File: src/mem_params.svh
`ifndef MEM_PARAMS_SVH
`define MEM_PARAMS_SVH

// word address width, 64 words of scratchpad
`define MEM_ADDR_W 6

// data word width
`define MEM_DATA_W 32

// entries in each requester queue
`define MEM_REQ_DEPTH 4

// entries in the shared response queue
`define MEM_RSP_DEPTH 4

// number of requesters in front of the arbiter
`define MEM_NUM_PORTS 2

`endif

File: src/sched_pkg.sv
`include "mem_params.svh"

package sched_pkg;

    // index of one requester
    // sized from the port count, one bit for two ports
    typedef logic [$clog2(`MEM_NUM_PORTS)-1:0] port_id_t;

    // arbitration result for the current cycle
    // valid high pops the queue named by port
    typedef struct packed {
        logic     valid;
        port_id_t port;
    } grant_t;

endpackage

File: src/bus_pkg.sv
`include "mem_params.svh"

package bus_pkg;

    // requester index is shared with the arbiter side
    import sched_pkg::*;

    // one scratchpad access as a requester sees it
    typedef struct packed {
        // high for a write, low for a read
        logic                   we;
        // word address
        logic [`MEM_ADDR_W-1:0] addr;
        // write data, ignored on a read
        logic [`MEM_DATA_W-1:0] wdata;
    } mem_req_t;

    // one result as the consumer sees it
    typedef struct packed {
        // requester that issued the access
        port_id_t               port;
        // echoes the request kind
        logic                   we;
        // read data, zero for a write
        logic [`MEM_DATA_W-1:0] rdata;
    } mem_rsp_t;

endpackage

File: src/scratchpad_mem.sv
`include "mem_params.svh"

module scratchpad_mem (
    input  logic              clk_i,
    input  logic              rst,
    // granted port, valid means execute this cycle
    input  sched_pkg::grant_t grant_i,
    // request at the head of the granted queue
    input  bus_pkg::mem_req_t req_i,
    // response push into the response queue
    output logic              rsp_push_o,
    output bus_pkg::mem_rsp_t rsp_o
);

    import bus_pkg::*;

    localparam int unsigned WORDS = 2 ** `MEM_ADDR_W;

    // word array
    logic [`MEM_DATA_W-1:0] mem_q [WORDS];

    // every granted request produces exactly one response
    assign rsp_push_o = grant_i.valid;

    // response is formed from the word as it stands before the edge
    always_comb begin : form_rsp
        rsp_o.port  = grant_i.port;
        rsp_o.we    = req_i.we;
        // writes return zero data
        rsp_o.rdata = req_i.we ? '0 : mem_q[req_i.addr];
    end

    always_ff @(posedge clk_i or posedge rst) begin
        if (rst) begin
            // scratchpad starts all zero
            for (int unsigned w = 0; w < WORDS; w++) begin
                mem_q[w] <= '0;
            end
        end else if (grant_i.valid && req_i.we) begin
            mem_q[req_i.addr] <= req_i.wdata;
        end
    end

    // write then read of the same word on back-to-back grants sees the new data
    write_then_read : assert property (
        @(posedge clk_i) disable iff (rst)
        (rsp_push_o && req_i.we) ##1 (rsp_push_o && !req_i.we
            && req_i.addr == $past(req_i.addr))
        |-> rsp_o.rdata == $past(req_i.wdata)
    ) else $error("read did not return the word written one cycle before");

endmodule

File: config.mk
export PLATFORM = sky130hd
export DESIGN_NAME = scratchpad_mem
export DESIGN_NICKNAME = d
export VERILOG_FILES = /design/src/sched_pkg.sv /design/src/bus_pkg.sv /design/src/scratchpad_mem.sv
export VERILOG_INCLUDE_DIRS = /design/src
export SDC_FILE = /design/constraint.sdc
export NUM_CORES = 2
export LEC_CHECK = 0
export BUFFER_PORTS_ARGS = -buffer_cell sky130_fd_sc_hd__buf_2
export CAP_MARGIN = 10
export CELL_PAD_IN_SITES_DETAIL_PLACEMENT = 1
export CELL_PAD_IN_SITES_GLOBAL_PLACEMENT = 1
export CORE_ASPECT_RATIO = 0.7
export CORE_MARGIN = 2
export CORE_UTILIZATION = 30
export DETAILED_ROUTE_END_ITERATION = 10
export PLACE_DENSITY_LB_ADDON = 0.1
export SYNTH_ARGS = -nofsm -noshare
export SYNTH_HDL_FRONTEND = slang
export SYNTH_SLANG_ARGS = --single-unit
File: constraint.sdc
create_clock -name clk_i -period 155.2 [get_ports clk_i]
set_clock_uncertainty 0.2 [all_clocks]
set_input_delay 7.76 -clock clk_i [delete_from_list [all_inputs] [get_ports clk_i]]
set_output_delay 7.76 -clock clk_i [all_outputs]
set_load 0.01 [all_outputs]
# Yosys cells after proc, flatten, opt, wreduce, memory -nomap -nowiden
# Index checks and enable logic that the tools add are counted.
# Widths: inputs -> output; s select.
# totals
inputBits	43
regBits	2048
elab_cells	76
# classes
magnitude_cmp	2
bitwise	1
n_reduce_logical	2
muxes	7
# ops
op	n
$bwmux 2048	1
$bmux 32 s6	1
$demux 32 s6	1
$mux 32	4
$ge 7x7->1 const B	1
$lt 7x1->1 const B	1
$not 6->7	1
$logic_and 1x1->1	2

# Logic depth before layout (Yosys ltp)
# depth
ltp_word	6
depth_mapped	9
ltp_nobuf	5

# Worst setup path after synthesis
# Ideal clock, no wire load.
# synth_timing
path_type	input port to output port
startpoint	input req_i[32] in the netlist's numbering
endpoint	output rsp_o[10] in the netlist's numbering
arrival_ps	9384
setup_slack_ps	137856
t_required_ps	147240
stages	7
cell_sequence	buf_4 buf_6 buf_6 buf_2 mux4_2 a22oi_1 a41oi_1
# synth_rtl
item	line	rtl
from (decl)	scratchpad_mem.sv:9	input bus_pkg::mem_req_t req_i,
to (decl)	scratchpad_mem.sv:12	output bus_pkg::mem_rsp_t rsp_o

==> flow_summary_export.csv <==
group,metric,value,unit
synthesis,yosysTopAreaCell,"dfrtp_1",
synthesis,syn_inst,5757,
synthesis,syn_area,0.0922,mm2
pwr,p_leak,47.3,nW
sta,slew_violations,0,
layout,largest_register,"mem_q",
sta,tightest_slew,1.28,ns
worst_hold_path,min_path_type,"reg -> reg",
drt,viasPerCell,5.29,
layout,n_fill_cell,30800,
cts,clock_latency,0.88,ns
global_routing,grt_start_max_net_pins,150,
global_routing,grt_use_met2,30.7,%
cts,tritoncts,"built",
synthesis,syn-num-nets,5800,
drt,drtAntennaViolNets,0,
cts,post_cts_resized,0,
layout,multi_input_area,0.0385,mm2
cts,clock_tree.root_cell,"clkbuf_16",
pwr,vdd_drop_max,0.00879,mV
synthesis,synth_cell_types,41,
cts,clk_pin_slew_worst_paths,0.06,ns
drt,wl_per_cell,32.6,um
layout,seq_area,0.0512,mm2
floorplanning,floorplan.die_area,0.312,mm2
synthesis,ys_ff_latch,2048,
cts,clockBufferDepth,4,
sta,tns,0,ns
global_routing,grt.total_usage,20.7,%
layout,final_util,34.0,%
placed_design,place_hpwl,186000,um
sta,fin_ws,134.97,ns
synthesis,yosysSeqAreaShare,55.6,%
critical_path,critPathCaptureType,"output port",
floorplanning,ioPinCount,78,
critical_path,r2r_cells,1,
floorplanning,rows,170,
layout,largest_reg_flops,2048,
synthesis,synth_top_area_share,55.6,%
worst_hold_path,min_delay_path_depth,1,
cts,numCtsBuffers,228,
synthesis,yosys_warnings,0,
placed_design,gp_congestion,0.735,
global_routing,grt_pass1_wl,462000,um
sta,final-hold-violation-count,0,
critical_path,cp-start-kind,"primary input",
sta,setup_violations,0,
synthesis,synth_edf_count,0,
sta,period_share,13.0,%
drt,routed_wl,321000,um
synthesis,ys_top_cells_by_count,"dfrtp_1, mux2_2, mux4_2, clkbuf_1, buf_2",
outcome,outcome,"finished, final reports clean",
sta,max_freq,49.4,MHz
pwr,power-per-cell-area,12.1,mW/mm2
floorplanning,dieHeight,468,um
cts,cts.hold.buffers_added,0,
synthesis,synth_most_common_cell,"dfrtp_1",
cts,post_cts_buffers,0,
floorplanning,core_area,0.306,mm2
drt,via_count,52100,
layout,nets,5669,
global_routing,overflow,0,
sta,rsz0062_at_grt,"false",
critical_path,path_max_fanout,51,
global_routing,grt.busiest_layer,"met1",
layout,areaGrowthSynthToFinish,12.8,%
layout,top_regs,"mem_q (2048)",
synthesis,synth-async-reset-ratio,100,%
drt,drt_first_pass_iters,5,
global_routing,antenna_found_initial,37,
critical_path,crit_type,"in -> out",
sta,finalCriticalPeriod,20.23,ns
layout,layout-drive-gt1-share,52.6,%
cts,cts_sinks,2048,
global_routing,use_met1,31.9,%
synthesis,ys.flop_type,"dfrtp_1",
synthesis,avgSynthCellArea,16.0,um2
floorplanning,die_x,667,um
drt,drtIter0Drc,3410,
global_routing,grt_pass1_vias,56500,
sta,fin_hold_ws,0.281,ns
global_routing,met3_usage,2.99,%
critical_path,critPathArrivalTime,12.27,ns
flow_run,drv_cap,0,
synthesis,synth.area.top_cells,"dfrtp_1, mux2_2, mux4_2",
placed_design,portBuffers,75,
placed_design,dp_worst_setup_slack,134.74,ns
sta,slew_headroom,14.3,%
drt,drc,0,
floorplanning,floorplan.initialDensity,30.1,%
critical_path,cp.required,147.24,ns
cts,htree_num_levels,4,
==> critical path: stages <==
cell and delay, ns:
buf_8 0.46, buf_4 0.61, buf_4 0.63, buf_4 0.73
mux4_2 0.59, a22oi_1 0.58, and4_1 0.38, a41oi_1 0.18
buf_2 0.19
==> cells by family (layout without fill, tap and decap cells) <==
| kind of cell | count (synthesis) | count (layout) | synth area share (%) |
|---|---|---|---|
| AO/OA/AOI/OAI | 323 | 323 | 2.66 |
| buffers and inverters | 611 | 647 | 3.19 |
| flip-flops | 2048 | 2048 | 55.6 |
| multiplexers | 2597 | 2597 | 37.4 |
| other | 0 | 7 | 0 |
| AND/OR/NAND/NOR | 178 | 178 | 1.16 |
==> area by class of cell <==
class                      instances  area share (%)
clock inverter                    43           0.551
clock buffer                     354            6.54
multi-input combinational       3098            37.0
sequential                      2048            49.3
timing repair buffer             247            1.71
inverter                           3          0.0180
antenna                            7          0.0168
tap                             4042            4.86
==> per-stage QoR <==
| step | cell area (um2) | cells | power [W] |
|---|---|---|---|
| final | 104000 | 9842 | 0.00126 |
| after global routing | 104000 | 9836 | 0.00132 |
| after CTS | 104000 | 9833 | 0.00128 |
| after detailed placement | 96600 | 9436 | 0.000723 |
| after global placement | 96600 | 9435 | 0.000719 |
| after floorplan | 92200 | 5757 | 0.000692 |
==> layer usage <==
layer	vias up	routed length, um	part of all wire [%]
met5	-	31	0.0097
met4	6	7340	2.3
met3	383	12400	3.9
met2	889	139000	43
met1	29600	162000	51
li1	21300	-	-
==> power by group <==
part	switching (W)	internal [W]
Combinational	0.0000544	0.0000575
Clock	0.000230	0.000318
Sequential	0.0000217	0.000578
Total	0.000306	0.000953
==> cell usage in the layout (no fill, tap or decap), drive strengths merged, types with 31 or more instances in the layout <==
| cell type | count |
|---|---|
| mux2 | 2052 |
| mux4 | 476 |
| and4 | 31 |
| a221oi | 31 |
| dfrtp | 2048 |
| a22o | 31 |
| clkbuf | 354 |
| buf | 247 |
| nor2 | 75 |
| mux2i | 69 |
| nor2b | 34 |
| a211oi | 31 |
| a41oi | 32 |
| a22oi | 161 |
==> final timing paths <==
kind / from / endpoint / slack (ns)
worst min-delay path: mem_q[975]$_DFFE_PP0P_ / mem_q[975]$_DFFE_PP0P_ / 0.28
worst max-delay path: req_i[32] / rsp_o[27] / 134.97
max in group asynchronous: rst / mem_q[1682]$_DFFE_PP0P_ / 142.51
worst max register to register: mem_q[1895]$_DFFE_PP0P_ / mem_q[1895]$_DFFE_PP0P_ / 154.20
worst min register to register: mem_q[975]$_DFFE_PP0P_ / mem_q[975]$_DFFE_PP0P_ / 0.28
min in group asynchronous: rst / mem_q[288]$_DFFE_PP0P_ / 6.76
Power figures use the tool's default switching activity.
