==> config.mk <==
export PLATFORM = sky130hd
export DESIGN_NAME = fifo_v3
export DESIGN_NICKNAME = d
export VERILOG_FILES = /design/src/fifo_v3.sv
export SDC_FILE = /design/constraint.sdc
export NUM_CORES = 1
export LEC_CHECK = 0
export ABC_AREA = 1
export BUFFER_PORTS_ARGS = -buffer_cell sky130_fd_sc_hd__buf_2
export CAP_MARGIN = 20
export CORE_UTILIZATION = 44
export CTS_BUF_LIST = sky130_fd_sc_hd__clkbuf_8
export DETAILED_ROUTE_END_ITERATION = 12
export HOLD_SLACK_MARGIN = 0.15
export PLACE_DENSITY = 0.63
export SYNTH_ARGS = -nofsm -noshare
export SYNTH_HDL_FRONTEND = slang
export SYNTH_SLANG_ARGS = --single-unit
==> constraint.sdc <==
create_clock -name clk_i -period 1.8 [get_ports clk_i]
set_input_delay 0.09 -clock clk_i [delete_from_list [all_inputs] [get_ports clk_i]]
set_output_delay 0.09 -clock clk_i [all_outputs]
set_load 0.02 [all_outputs]
==> src/fifo_v3.sv <==
module fifo_v3 #(
    // number of entries, at least one
    parameter int unsigned DEPTH = 8,
    // payload type held in each entry
    parameter type dtype = logic,
    // pointer width, derived from the depth
    localparam int unsigned ADDR_DEPTH = (DEPTH > 1) ? $clog2(DEPTH) : 1
) (
    input  logic                  clk_i,
    input  logic                  rst,
    // drop every entry at the next edge
    input  logic                  flush_i,
    // level flags
    output logic                  full_o,
    output logic                  empty_o,
    output logic [ADDR_DEPTH-1:0] usage_o,
    // write side, push only while full_o is low
    input  dtype                  data_i,
    input  logic                  push_i,
    // read side, head is valid while empty_o is low
    output dtype                  data_o,
    input  logic                  pop_i
);

    // a zero depth queue is not supported
    if (DEPTH < 1) begin : g_depth_check
        $error("fifo_v3 needs DEPTH of at least one");
    end

    // read and write positions in the circular array
    logic [ADDR_DEPTH-1:0] read_pointer_q, read_pointer_n;
    logic [ADDR_DEPTH-1:0] write_pointer_q, write_pointer_n;

    // occupancy, one bit wider than the pointers so full is visible
    logic [ADDR_DEPTH:0] status_cnt_q, status_cnt_n;

    // storage
    dtype mem_q [DEPTH];

    // accepted strobes, illegal ones are ignored
    logic do_push;
    logic do_pop;

    assign full_o  = (status_cnt_q == (ADDR_DEPTH + 1)'(DEPTH));
    assign empty_o = (status_cnt_q == '0);

    // usage wraps to zero when the queue is full, full_o tells the two apart
    assign usage_o = status_cnt_q[ADDR_DEPTH-1:0];

    // head of the queue is always the registered entry
    assign data_o = mem_q[read_pointer_q];

    assign do_push = push_i && !full_o;
    assign do_pop  = pop_i && !empty_o;

    always_comb begin : next_state
        read_pointer_n  = read_pointer_q;
        write_pointer_n = write_pointer_q;
        status_cnt_n    = status_cnt_q;

        if (do_push) begin
            // wrap at the last entry, depth need not be a power of two
            if (write_pointer_q == ADDR_DEPTH'(DEPTH - 1)) begin
                write_pointer_n = '0;
            end else begin
                write_pointer_n = write_pointer_q + 1'b1;
            end
        end

        if (do_pop) begin
            if (read_pointer_q == ADDR_DEPTH'(DEPTH - 1)) begin
                read_pointer_n = '0;
            end else begin
                read_pointer_n = read_pointer_q + 1'b1;
            end
        end

        // push and pop together keep the count
        if (do_push && !do_pop) begin
            status_cnt_n = status_cnt_q + 1'b1;
        end else if (do_pop && !do_push) begin
            status_cnt_n = status_cnt_q - 1'b1;
        end
    end

    always_ff @(posedge clk_i or posedge rst) begin
        if (rst) begin
            read_pointer_q  <= '0;
            write_pointer_q <= '0;
            status_cnt_q    <= '0;
        end else if (flush_i) begin
            // flush wins over any push or pop in the same cycle
            read_pointer_q  <= '0;
            write_pointer_q <= '0;
            status_cnt_q    <= '0;
        end else begin
            read_pointer_q  <= read_pointer_n;
            write_pointer_q <= write_pointer_n;
            status_cnt_q    <= status_cnt_n;
        end
    end

    // entry storage, written straight from the push strobe
    always_ff @(posedge clk_i) begin
        if (do_push) begin
            mem_q[write_pointer_q] <= data_i;
        end
    end

    // the producer outside must watch full_o
    full_write : assert property (
        @(posedge clk_i) disable iff (rst)
        full_o |-> !push_i
    ) else $error("push into a full queue");

    // the consumer outside must watch empty_o
    empty_read : assert property (
        @(posedge clk_i) disable iff (rst)
        empty_o |-> !pop_i
    ) else $error("pop from an empty queue");

endmodule

Word-level counts from Yosys, hierarchy flattened
Memory sizes are Yosys's and may differ from the RTL's.
Cells that the tools add are included.
{"block": "word_totals", "regBits": 10, "mem_bits_rw": 8, "in_bits": 6, "n_memories": 1}
{"memory": "mem_q", "depth": 8, "width": 1, "rd": 1, "rd_ports_with_merged_regs": 0, "write_ports": 1, "line_no": "38", "source": "dtype mem_q [DEPTH];"}
{"block": "classes", "n_addsub": 4, "eq_ne": 3, "n_mux": 11, "reduce_logical": 12}
{"operator": "3-bit 2-to-1 mux", "n": 6}
{"operator": "4-bit 2-to-1 mux", "n": 3}
{"operator": "3-bit by 1-bit adder with 3-bit output (second input constant)", "n": 2}
{"operator": "3-bit == test (second input constant)", "n": 2}
{"operator": "4-bit by 1-bit adder with 4-bit output (second input constant)", "n": 1}
{"operator": "4-bit == test (second input constant)", "n": 1}
{"operator": "1-bit logical AND", "n": 4}
{"operator": "1-bit logical NOT", "n": 4}
{"operator": "4-bit logical NOT", "n": 1}
{"operator": "2-bit nonzero test", "n": 2}
{"operator": "4-bit by 1-bit subtractor with 4-bit output (second input constant)", "n": 1}
{"operator": "3-bit nonzero test", "n": 1}
{"operator": "1-bit 2-to-1 mux", "n": 2}

Longest topological paths before layout
{"block": "depth", "ltp_word": 8, "mapped_depth": 12, "depth_no_buf": 12}

Worst setup path before layout
OpenSTA, ideal clock, no wires.
{"block": "synth_timing", "kind": "register -> register", "start": "register status_cnt_q[0]", "end": "register status_cnt_q[3]", "t_arrival_ns": 1.692, "path_slack_ns": -0.009, "stages_incl_launch_ff": 12, "n_path_buf": 0, "synth_period_minus_slack_ns": 1.809, "path_cell_list": "dfrtp_1 -> nor2_4 -> nand2_2 -> nand2_2 -> nand3_4 -> ha_1 -> a21oi_1 -> nand3_1 -> nand2_1 -> nand2_1 -> nand3_1 -> nand2_1"}
{"block": "synth_via", "elab_chain_cells": 7, "elab_cells_between_ends": 16}
{"element": "start: declaration", "line_no": "35", "source": "logic [ADDR_DEPTH:0] status_cnt_q, status_cnt_n;"}
{"element": "start signal: assignment", "line_no": "99", "source": "status_cnt_q <= status_cnt_n;"}
{"element": "branches (longest 7 deep; another with 4-bit by 1-bit subtractor with 4-bit output)"}
Several ways; the timed one is not identified. The select of a mux whose other input is x is not followed.
A chain may end at the register's enable or synchronous reset.

Worst setup path in the final report
Same ends and word-level chain as after synthesis.

==> impl_metrics.yaml <==
floorplan:
  die_height_um: 51.68
  start_util_pct: 47.72
  dieWidth_um: 51.68
  core_mm2: 0.002276
  dieArea_mm2: 0.002671
  pin_count: 12
  rows: 17
worst_setup_path:
  crit_required_ps: 1950
  cp_slowest_cell: "dfrtp_1"
  crit_chain: "nor2_4 -> buf_4 -> nand2_4 -> nand3_4 -> ha_4 -> a21oi_2 -> nand3_1 -> nand2_1 -> nand2_1 -> nand3_1 -> nand2_1"
  cp-end-kind: "register"
  cp.arrival_ps: 1870
  critPathLaunchType: "register"
  cpPeakStageDelay_ps: 430
  crit_type: "register to register"
  worstRegToRegCells: 11
  crit_fanout: 4
  timing.critical_path.mode_cell: "nand2_1"
final_layout:
  diodes: 0
  drive_above_1_share_pct: 28.87
  syn2layout_area_growth_pct: 20.16
  nets: 156
  final_area_mm2: 0.001305
route:
  post_drt_wl_per_cell_um: 11.79
  drtIter0Drc: 29
  final_antenna_net_count: 0
  via_per_inst: 4.894
  drt-total-wl_um: 2005
  via_count: 832
  drc: 0
  dr.pass1.iters: 4
sta:
  tightest_slew_ps: 453.2
  max_freq_mhz: 580.2
  relSlewSlack_pct: 69.75
  drv_slew: 0
  rsz0062_at_grt: "no"
  finClkSkew_ps: 3.032
  final.min_clock_period_ps: 1724
  setup_viol_count_final: 0
  fin_crit_sh_pct: 95.76
  holdWs_ps: 216.9
  hold_viol_final: 0
pwr:
  leakage_nw: 0.6202
  peakVddDrop_v: 0.0009679
  p_clk_share_pct: 14.3
  power_density_mw_per_mm2: 1542
  combPwrFrac_pct: 56.2
  internal_power_w: 0.001130
  p_sw_share_pct: 43.84
  p_switching_w: 0.0008819
  seq_power_share_pct: 29.6
clock_tree:
  cts_buffer_depth: 2
  worstSkewPairLatency_ps: 250
  cts.clk_slew.worst_paths_ps: 70
  cts_root_buf: "clkbuf_8"
  cts_tree: "yes"
  numCtsBuffers: 3
  clock-sinks: 18
  htree_num_levels: 1
min_path:
  min_path_type: "input pin to register"
  hold_depth: 4
logic_synthesis:
  synthDistinctLibCells: 25
  syn_avg_cell_area_um2: 9.126
  yosysWarningCount: 0
  syn_area_mm2: 0.001086
  synth_seq_cells: 18
  syn_nets: 132
  netlist_instances: 119
  seq_area_frac_synth_pct: 45.16
status:
  status: "finished clean"
global_route:
  grt_max_degree: 11
  grt_usage_pct: 18.24
  grt_pass1_wl_um: 3422
  grt_overflow: 0
  antenna_found_initial: 0
  grt_pass1_vias: 788
placement:
  place_hpwl_um: 1553
  place.gp.congestion: 0.9193
  place_area_mm2: 0.001202
  numPortBuffers: 11
job:
  drv_cap: 0
worst paths after layout:
path / to / startpoint / slack [ps]
hold reg to reg: status_cnt_q[3] / status_cnt_q[3] / 580
setup / recovery: status_cnt_q[3] / status_cnt_q[0] / 80
max in group asynchronous: write_pointer_q[2] / rst / 1100
setup reg to reg: status_cnt_q[3] / status_cnt_q[0] / 80
min in group asynchronous: status_cnt_q[3] / rst / 380
hold / removal: read_pointer_q[0] / pop_i / 220
through the flow:
stage / setup TNS (ps) / total power (W) / std cells / util [%] / setup slack (ps)
after floorplan: 0 / 0.001378 / 119 / - / 23.20
after global routing: 0 / 0.002154 / 170 / 57.34 / 3.962
after CTS: 0 / 0.002018 / 170 / 57.34 / 44.62
final: 0 / 0.002012 / 170 / 57.34 / 76.34
after global placement: 0 / 0.001635 / 161 / 52.83 / 65.91
after detailed placement: -4.976 / 0.001657 / 161 / 52.83 / -4.976
kinds of logic after synthesis:
kind of cell / count (synthesis) / synth area share, %
and+or+nand+nor: 55 / 26.84
buffers and inverters: 20 / 7.949
AOI/OAI and AO/OA: 18 / 10.48
DFF: 18 / 45.16
adders and majority gates: 7 / 8.756
xor gates and xnor gates: 1 / 0.8066
what timing repair did:
item,CTS,global route
resized for setup,1,1
endpoints found under the hold margin,19,0
cloned,0,0
setup buffers,2,0
pin swaps,1,2
endpoints found under the setup margin,1,2
hold buffers,3,0
cell type report:
cell class                      instances  area, um^2
Multi-Input combinational cell         81       525.5
Inverter                               17       63.81
Timing Repair Buffer                   22       145.1
Fill cell                             208       970.9
Tap cell                               28       35.03
Sequential cell                        18       490.5
Clock inverter                          1       3.754
Clock buffer                            3       41.29
power by group through the flow:
stage               clock, W  combinational (W)  sequential (W)
floorplan                  0           0.000781        0.000597
global placement           0            0.00104        0.000600
detailed placement         0            0.00105        0.000603
CTS                 0.000297            0.00113        0.000593
global route        0.000305            0.00125        0.000604
finish              0.000287            0.00113        0.000595
flip-flops by register name, summed over array words and instances, names as in the netlist:
name             flops
status_cnt_q         4
read_pointer_q       3
write_pointer_q      3
mem_q                8
worst max-delay path: cells and delay by family (launching register included):
family	cells	cell delay, ps
fa+ha+maj	1	220
simple gates	8	700
flops	1	430
buf+inv	1	130
compound gates	1	160
cells in the mapped netlist:
cell | number | area (um^2)
nor2_4 | 2 | 22.52
inv_1 | 14 | 52.55
a21oi_4 | 1 | 16.27
fa_1 | 1 | 20.02
nand3_1 | 9 | 45.04
nand4_1 | 1 | 6.260
nand2_2 | 3 | 18.77
dfrtp_1 | 10 | 250.2
nand2_4 | 4 | 45.04
nor2_1 | 14 | 52.55
nand3_4 | 1 | 17.52
clkinv_1 | 2 | 7.510
edfxtp_1 | 8 | 240.2
buf_4 | 3 | 22.52
ha_1 | 6 | 75.07
xor2_1 | 1 | 8.760
nand2_1 | 19 | 71.32
o21ai_2 | 1 | 8.760
o21ai_0 | 9 | 45.04
inv_2 | 1 | 3.750
o31ai_2 | 1 | 12.51
a21oi_1 | 3 | 15.01
a31oi_1 | 1 | 6.260
o21ai_1 | 2 | 10.01
nor2_2 | 2 | 12.51
per-layer routing:
| layer | wire [um] | vias up | global-route usage (%) |
|---|---|---|---|
| met5 | 0 | - | 0 |
| met4 | 31 | 0 | 8.108 |
| met3 | 76 | 5 | 3.509 |
| met2 | 911 | 15 | 29.00 |
| met1 | 985 | 381 | 24.02 |
| li1 | - | 431 | - |
layout by cell type, fill, tap and decap left out, types with 3 or more instances in the layout:
master | Yosys | layout
nand2_1 | 19 | 19
inv_1 | 14 | 14
nor2_1 | 14 | 14
buf_2 | 0 | 11
dfrtp_1 | 10 | 10
o21ai_0 | 9 | 9
nand3_1 | 9 | 9
edfxtp_1 | 8 | 8
buf_4 | 3 | 8
ha_1 | 6 | 5
nand2_4 | 4 | 4
nand2_2 | 3 | 3
clkbuf_8 | 0 | 3
dlygate4sd3_1 | 0 | 3
No activity file was read; power rests on OpenSTA's default activity.
